[config.mk]
export PLATFORM = sky130hd
export DESIGN_NAME = vector_exec_top
export DESIGN_NICKNAME = d
export VERILOG_FILES = /design/src/common/exec_pkg.sv /design/src/common/isa_pkg.sv /design/src/hw/vector_exec_top.sv /design/src/hw/result_merge.sv /design/src/vector_lane/vector_lane.sv /design/src/hw/issue_decode.sv
export VERILOG_INCLUDE_DIRS = /design/src /design/src/common
export SDC_FILE = /design/constraint.sdc
export NUM_CORES = 2
export LEC_CHECK = 0
export ABC_AREA = 1
export BUFFER_PORTS_ARGS = -buffer_cell sky130_fd_sc_hd__buf_2
export CORE_MARGIN = 2
export CORE_UTILIZATION = 25
export CTS_CLUSTER_SIZE = 16
export DETAILED_ROUTE_END_ITERATION = 10
export PLACE_DENSITY = 0.42
export SLEW_MARGIN = 20
export SYNTH_ARGS = -nofsm -noshare
export SYNTH_HDL_FRONTEND = slang
export SYNTH_SLANG_ARGS = --single-unit
[constraint.sdc]
create_clock -name clk -period 8.1 [get_ports clk]
set_input_delay 0.405 -clock clk [delete_from_list [all_inputs] [get_ports clk]]
set_output_delay 0.405 -clock clk [all_outputs]
set_load 0.01 [all_outputs]
[src/common/vector_exec_settings.svh]
`ifndef VECTOR_EXEC_SETTINGS_SVH
`define VECTOR_EXEC_SETTINGS_SVH

// lanes issued together
// 2 and 8 also supported
`define VEC_LANES 4

// element width in bits
`define VEC_WORD 32

`endif
[src/common/exec_pkg.sv]
`include "vector_exec_settings.svh"

package exec_pkg;

    // one lane element
    typedef logic [`VEC_WORD-1:0] lane_word_t;

    // decoded operation carried down the lanes
    typedef enum logic [3:0]
    {
        OP_NONE = 4'd0,
        OP_ADD  = 4'd1,
        OP_SUB  = 4'd2,
        OP_AND  = 4'd3,
        OP_OR   = 4'd4,
        OP_XOR  = 4'd5,
        OP_SRL  = 4'd6,
        OP_SLL  = 4'd7,
        OP_ROR  = 4'd8,
        OP_MOV  = 4'd9
    } alu_op_e;

endpackage

[src/common/isa_pkg.sv]
package isa_pkg;

    // major opcode field
    typedef enum logic [5:0]
    {
        TY_BASE = 6'b100000,
        MOVI    = 6'b100010,
        ADDI    = 6'b101000,
        XORI    = 6'b101011,
        ORI     = 6'b101100
    } isa_opcode_e;

    // sub-opcode, only meaningful under TY_BASE
    typedef enum logic [4:0]
    {
        ADD   = 5'b00000,
        SUB   = 5'b00001,
        AND   = 5'b00010,
        XOR   = 5'b00011,
        OR    = 5'b00100,
        SLLI  = 5'b01000,
        SRLI  = 5'b01001,
        ROTRI = 5'b01011
    } isa_sub_e;

endpackage

[src/hw/vector_exec_top.sv]
`timescale 1ns/1ps
`include "vector_exec_settings.svh"

module vector_exec_top
(
    input  logic                                   clk,
    input  logic                                   reset,
    input  logic                                   in_valid,
    input  isa_pkg::isa_opcode_e                   opcode,
    input  isa_pkg::isa_sub_e                      sub_opcode,
    input  exec_pkg::lane_word_t [`VEC_LANES-1:0]  src1,
    input  exec_pkg::lane_word_t [`VEC_LANES-1:0]  src2,
    input  exec_pkg::lane_word_t                   imm,
    output logic                                   out_valid,
    output exec_pkg::lane_word_t [`VEC_LANES-1:0]  result,
    output logic [`VEC_LANES-1:0]                  overflow
);

    import exec_pkg::*;

    logic                        lane_valid;
    alu_op_e                     lane_op;
    lane_word_t [`VEC_LANES-1:0] lane_a;
    lane_word_t [`VEC_LANES-1:0] lane_b;
    logic [`VEC_LANES-1:0]       res_valid;
    lane_word_t [`VEC_LANES-1:0] res;
    logic [`VEC_LANES-1:0]       ovf;

    issue_decode u_issue_decode
    (
        .clk        (clk),
        .reset      (reset),
        .in_valid   (in_valid),
        .opcode     (opcode),
        .sub_opcode (sub_opcode),
        .src1       (src1),
        .src2       (src2),
        .imm        (imm),
        .lane_valid (lane_valid),
        .lane_op    (lane_op),
        .lane_a     (lane_a),
        .lane_b     (lane_b)
    );

    for (genvar i = 0; i < `VEC_LANES; i++)
    begin : g_lane
        vector_lane u_lane
        (
            .clk       (clk),
            .reset     (reset),
            .valid     (lane_valid),
            .op        (lane_op),
            .a         (lane_a[i]),
            .b         (lane_b[i]),
            .res_valid (res_valid[i]),
            .res       (res[i]),
            .ovf       (ovf[i])
        );
    end

    result_merge u_result_merge
    (
        .clk       (clk),
        .reset     (reset),
        .res_valid (res_valid),
        .res       (res),
        .ovf       (ovf),
        .out_valid (out_valid),
        .result    (result),
        .overflow  (overflow)
    );

endmodule

[src/hw/result_merge.sv]
`timescale 1ns/1ps
`include "vector_exec_settings.svh"

module result_merge
(
    input  logic                                   clk,
    input  logic                                   reset,
    input  logic [`VEC_LANES-1:0]                  res_valid,
    input  exec_pkg::lane_word_t [`VEC_LANES-1:0]  res,
    input  logic [`VEC_LANES-1:0]                  ovf,
    output logic                                   out_valid,
    output exec_pkg::lane_word_t [`VEC_LANES-1:0]  result,
    output logic [`VEC_LANES-1:0]                  overflow
);

    logic all_valid;

    // lanes always issue together
    assign all_valid = &res_valid;

    always_ff @(posedge clk)
    begin
        if (reset)
        begin
            out_valid <= 1'b0;
            result    <= '0;
            overflow  <= '0;
        end
        else
        begin
            out_valid <= all_valid;
            // hold last vector between results
            if (all_valid)
            begin
                result   <= res;
                overflow <= ovf;
            end
        end
    end

endmodule

[src/vector_lane/vector_lane.sv]
`timescale 1ns/1ps
`include "vector_exec_settings.svh"

module vector_lane
(
    input  logic                 clk,
    input  logic                 reset,
    input  logic                 valid,
    input  exec_pkg::alu_op_e    op,
    input  exec_pkg::lane_word_t a,
    input  exec_pkg::lane_word_t b,
    output logic                 res_valid,
    output exec_pkg::lane_word_t res,
    output logic                 ovf
);

    import exec_pkg::*;

    localparam int MSB  = `VEC_WORD - 1;
    localparam int SH_W = $clog2(`VEC_WORD);

    logic                   is_sub;
    lane_word_t             b_eff;
    logic [MSB-1:0]         sum_lo;
    logic                   sum_hi;
    logic                   c_in_msb;
    logic                   c_out_msb;
    logic [2*`VEC_WORD-1:0] rot_pair;
    lane_word_t             next_res;
    logic                   next_ovf;

    always_comb
    begin
        // subtract as a + ~b + 1, split at the msb for both carries
        is_sub = (op == OP_SUB);
        b_eff  = is_sub ? ~b : b;
        {c_in_msb, sum_lo} = {1'b0, a[MSB-1:0]}
                           + {1'b0, b_eff[MSB-1:0]}
                           + {{MSB{1'b0}}, is_sub};
        {c_out_msb, sum_hi} = {1'b0, a[MSB]} + {1'b0, b_eff[MSB]} + {1'b0, c_in_msb};

        // rotate uses only the low bits of b
        rot_pair = {a, a} >> b[SH_W-1:0];

        next_res = '0;
        next_ovf = 1'b0;
        case (op)
            OP_ADD, OP_SUB:
            begin
                next_res = {sum_hi, sum_lo};
                next_ovf = c_in_msb ^ c_out_msb;
            end
            OP_AND:  next_res = a & b;
            OP_OR:   next_res = a | b;
            OP_XOR:  next_res = a ^ b;
            // full-width amount, 32 and up shifts everything out
            OP_SRL:  next_res = a >> b;
            OP_SLL:  next_res = a << b;
            OP_ROR:  next_res = rot_pair[MSB:0];
            OP_MOV:  next_res = a;
            OP_NONE: next_res = '0;
            default: next_res = '0;
        endcase
    end

    always_ff @(posedge clk)
    begin
        if (reset)
            res_valid <= 1'b0;
        else
            res_valid <= valid;
    end

    always_ff @(posedge clk)
    begin
        if (valid)
        begin
            res <= next_res;
            ovf <= next_ovf;
        end
    end

endmodule

[src/hw/issue_decode.sv]
`timescale 1ns/1ps
`include "vector_exec_settings.svh"

module issue_decode
(
    input  logic                                   clk,
    input  logic                                   reset,
    input  logic                                   in_valid,
    input  isa_pkg::isa_opcode_e                   opcode,
    input  isa_pkg::isa_sub_e                      sub_opcode,
    input  exec_pkg::lane_word_t [`VEC_LANES-1:0]  src1,
    input  exec_pkg::lane_word_t [`VEC_LANES-1:0]  src2,
    input  exec_pkg::lane_word_t                   imm,
    output logic                                   lane_valid,
    output exec_pkg::alu_op_e                      lane_op,
    output exec_pkg::lane_word_t [`VEC_LANES-1:0]  lane_a,
    output exec_pkg::lane_word_t [`VEC_LANES-1:0]  lane_b
);

    import isa_pkg::*;
    import exec_pkg::*;

    alu_op_e                     dec_op;
    lane_word_t [`VEC_LANES-1:0] dec_a;
    lane_word_t [`VEC_LANES-1:0] dec_b;
    lane_word_t [`VEC_LANES-1:0] imm_bcast;

    assign imm_bcast = {`VEC_LANES{imm}};

    // decode once for all lanes
    always_comb
    begin
        dec_op = OP_NONE;
        dec_a  = src1;
        dec_b  = src2;
        case (opcode)
            TY_BASE:
            begin
                case (sub_opcode)
                    ADD:     dec_op = OP_ADD;
                    SUB:     dec_op = OP_SUB;
                    AND:     dec_op = OP_AND;
                    OR:      dec_op = OP_OR;
                    XOR:     dec_op = OP_XOR;
                    SRLI:    dec_op = OP_SRL;
                    SLLI:    dec_op = OP_SLL;
                    ROTRI:   dec_op = OP_ROR;
                    default: dec_op = OP_NONE;
                endcase
            end
            ADDI:
            begin
                dec_op = OP_ADD;
                dec_b  = imm_bcast;
            end
            ORI:
            begin
                dec_op = OP_OR;
                dec_b  = imm_bcast;
            end
            XORI:
            begin
                dec_op = OP_XOR;
                dec_b  = imm_bcast;
            end
            MOVI:
            begin
                // lane passes operand a through
                dec_op = OP_MOV;
                dec_a  = imm_bcast;
                dec_b  = imm_bcast;
            end
            default: dec_op = OP_NONE;
        endcase
    end

    always_ff @(posedge clk)
    begin
        if (reset)
            lane_valid <= 1'b0;
        else
            lane_valid <= in_valid;
    end

    always_ff @(posedge clk)
    begin
        if (in_valid)
        begin
            lane_op <= dec_op;
            lane_a  <= dec_a;
            lane_b  <= dec_b;
        end
    end

endmodule

==> PnR_summary.wiki <==
{| class="wikitable"
! Metric !! Value
|-
| Sum of negative setup slack || 0 ps
|-
| YS warnings || 0
|-
| Per-instance average area after synthesis || 6.378 sq um
|-
| TritonCTS Buffers || 71
|-
| Data arrival time of the critical path || 5640 ps
|-
| Cell Area, Synth || between 50000 and 60000 sq um
|-
| Remaining antenna violation count || 0
|-
| First-pass GRT wire length || about 460000 um
|-
| Peak Freq || a little under 200 MHz
|-
| Outcome || complete, no violations
|-
| Drt first-iter violations || 6816
|-
| Final core occ || 28.95%
|-
| Post-Place Worst Slack || between 3000 and 4000 ps
|-
| Detailed Place HPWL || about 260000 um
|-
| Most common cell after layout, fill and taps aside || sky130_fd_sc_hd__nand2_1
|-
| Layout area overhead || 15.02%
|-
| Number of enable-type register cells in the synthesized netlist || just under 400
|-
| Chip height || 463.6 um
|-
| Power density over cell area || 178.5 nW/um^2
|-
| Clock Tree Buf Depth || 3
|-
| Die extent in x || 463.6 um
|-
| Post-route fraction of the period consumed by the critical path || a little under two thirds
|-
| Total congestion overflow || 0
|-
| Post-synthesis async set-or-reset flop share || 0%
|-
| Clock Pin Slew Worst Setup and Hold Paths || approximately 60 ps
|-
| Worst-case vdd ir drop || between 0.15 and 0.2 mV
|-
| Portion of the post-synthesis area used by sequential elements || 27.41%
|-
| Vias in the first global route || 57939
|-
| Starting utilization of the core area || 25.17%
|-
| First-pass iteration count of the detailed router || 6
|-
| Die area || 214900 sq um
|-
| Post-CTS setup repair buffer count || 0
|-
| Seq cells post-synth || 527
|-
| DRC violations left || 0
|-
| Pin count of the biggest net entering global routing || 137
|-
| Post-synth cell types || 57
|-
| Commonest cells after routing, fill and taps aside || 2810 x sky130_fd_sc_hd__nand2_1, 825 x sky130_fd_sc_hd__nand3_1, 647 x sky130_fd_sc_hd__o21ai_0, 636 x sky130_fd_sc_hd__a21oi_1, 611 x sky130_fd_sc_hd__inv_1
|-
| CTS tree || built
|-
| Final net count || around 9200
|-
| Std-Cell Rows || roughly 170
|-
| Number of instances in the placed design || 11162
|-
| Kind of end point of the critical path || register
|-
| Combined area of the multi-input logic cells || 33940 sq um
|-
| Share of cells above drive strength 1 || ~8.6%
|-
| Design area || 60740 sq um
|-
| Leakage || 0.02775 uW
|-
| Total routing resource utilization after global routing || 29.89%
|-
| Area after DPL || 57340 sq um
|-
| Count of final setup violators || 0
|-
| Slew at the pin closest to its max-slew limit || 1197 ps
|-
| Max H-tree Level || 3
|-
| Share of the synthesized area in the top cell type || 22.29%
|-
| RSZ-0062 raised after global routing || false
|-
| Ranking of synthesized cells by area || sky130_fd_sc_hd__edfxtp_1 22%, sky130_fd_sc_hd__nand2_1 20%, sky130_fd_sc_hd__ha_1 9.1%
|-
| MaxCap Viol Count || 0
|-
| Routed vias || ~61000
|-
| Clock net sink count || 527
|-
| Mean number of vias per cell || between 5 and 6
|-
| Crit path launch type || register
|-
| Main flop type after synthesis || sky130_fd_sc_hd__edfxtp_1
|-
| Hold Crit Class || in -> reg
|-
| Number of antenna violations at the first check in global routing || 28
|-
| Drt wl/cell || 29.17 um
|-
| Top-Level Pins || 435
|-
| Number of nets in the synthesized netlist || 8975
|-
| Max-slew violation count || 0
|-
| Final critical path time including I/O delays and setup || a little over 5000 ps
|-
| Non-filler cells in the finished layout || 11411
|-
| PortBufs || 434
|-
| Fill cells || ~24000
|-
| Core Footprint || 209800 sq um
|-
| Insertion delay of the later-clocked pin in the worst-skew pair || 760 ps
|-
| Register area || 14480 sq um
|-
| Final hold violation count || 0
|-
| Startpoint-to-endpoint class of the critical path || reg -> reg
|-
| Required time worst endpoint || 8570 ps
|-
| Length in cells of the worst reg-to-reg path || 17
|-
| Final Wtd Congestion || slightly below 1
|-
| Hold path depth || 3
|-
| Post-synthesis cell type with the largest combined area || sky130_fd_sc_hd__edfxtp_1
|-
| Max transition margin || 20.02%
|-
| Biggest fanout along the worst timing path || about 80
|-
| Final setup margin || 2930 ps
|-
| Cells after Synth || 8280
|-
| Final Skew || between 60 and 70 ps
|-
| Total wirelength of the detailed-routed design || 332800 um
|-
| Clk Tree Root Cell || sky130_fd_sc_hd__clkbuf_16
|}
==> stage by stage <==
stage          total power [uW]  hold WS, ps
6_report                  10840        47.26
5_1_grt                   11380        39.88
4_1_cts                   10860        3.406
3_3_place_gp               7444        448.1
2_1_floorplan              5749        485.6
3_5_place_dp               7432        451.0
==> kinds of logic (layout without fill, tap and decap cells) <==
family | Yosys count | in the layout | synth area share [%]
xor+xnor | 134 | 134 | 2.222
other cells | 0 | 16 | 0
fa+ha+maj | 393 | 393 | 9.425
compound gates | 1699 | 1699 | 17.86
flops | 527 | 527 | 27.41
buf+inv | 1099 | 1409 | 8.480
simple gates | 4410 | 4410 | 34.27
mux | 18 | 18 | 0.3412
==> flip-flops by register name, indices dropped and copies added (netlist names) <==
signal and flops:
g_lane.u_lane.res 128, u_issue_decode.lane_op 4, u_issue_decode.lane_valid 1, u_issue_decode.lane_a 128, g_lane.u_lane.res_valid 1, u_issue_decode.lane_b 128, u_result_merge.out_valid 1, g_lane.u_lane.ovf 4
u_result_merge.result 128, u_result_merge.overflow 4
==> critical path, cell delays in order, from the launching register on <==
cell and delay (ps):
sky130_fd_sc_hd__edfxtp_1 440, sky130_fd_sc_hd__nor2_1 310, sky130_fd_sc_hd__nand2_8 520, sky130_fd_sc_hd__buf_4 540, sky130_fd_sc_hd__xor2_1 210, sky130_fd_sc_hd__ha_1 380, sky130_fd_sc_hd__a21o_1 240, sky130_fd_sc_hd__a21oi_1 230
sky130_fd_sc_hd__o21ai_0 140, sky130_fd_sc_hd__a21oi_1 240, sky130_fd_sc_hd__nand2_1 140, sky130_fd_sc_hd__nand2_1 120, sky130_fd_sc_hd__nand2_2 80, sky130_fd_sc_hd__fa_1 440, sky130_fd_sc_hd__a221oi_1 250, sky130_fd_sc_hd__o21ai_0 190
sky130_fd_sc_hd__a21oi_1 180, sky130_fd_sc_hd__nand2_1 70
==> metal layers <==
metal	global-route usage (%)	share of wire (%)	up-vias
met1	38.00	42	29469
met3	4.031	5.9	508
li1	-	-	28204
met5	0	0.013	-
met2	47.84	45	2531
met4	18.45	7.0	6
==> final timing paths <==
check                                                  end                       start  slack [ps]
worst max-delay path              g_lane[0].u_lane.res[31]   u_issue_decode.lane_op[2]        2930
worst min-delay path             u_issue_decode.lane_a[46]                    src1[46]          50
worst max register to register    g_lane[0].u_lane.res[31]   u_issue_decode.lane_op[2]        2930
worst min register to register  u_result_merge.result[126]  u_result_merge.result[126]         460
==> synthesized netlist by cell type, types with 127 or more instances <==
cell type / n
sky130_fd_sc_hd__clkbuf_1: 202
sky130_fd_sc_hd__xor2_1: 127
sky130_fd_sc_hd__a21oi_1: 637
sky130_fd_sc_hd__inv_1: 620
sky130_fd_sc_hd__edfxtp_1: 392
sky130_fd_sc_hd__nand2_1: 2810
sky130_fd_sc_hd__nor2_1: 602
sky130_fd_sc_hd__buf_2: 133
sky130_fd_sc_hd__dfxtp_1: 135
sky130_fd_sc_hd__o21ai_0: 648
sky130_fd_sc_hd__ha_1: 385
sky130_fd_sc_hd__nand3_1: 826
==> report_power, final <==
part / internal (uW) / leakage, uW / switching, uW
Sequential: 3170 / 0.00479 / 294
Clock: 1870 / 0.00114 / 1460
Combinational: 1110 / 0.0218 / 2940
==> layout make-up <==
type / instances / area share (%)
clock inverter: 42 / 0.6962
antenna: 16 / 0.06592
tap: 2805 / 5.778
multi-input combinational: 6654 / 55.87
clock buffer: 90 / 3.178
sequential: 527 / 23.84
timing repair buffer: 638 / 6.602
inverter: 639 / 3.969
==> what timing repair did <==
| item | 4_1_cts | 5_1_grt |
|---|---|---|
| gates resized for setup | 0 | 0 |
| hold buffers | 101 | 0 |
| hold endpoints to repair | 101 | 0 |
No activity file was read; power rests on OpenSTA's default activity.
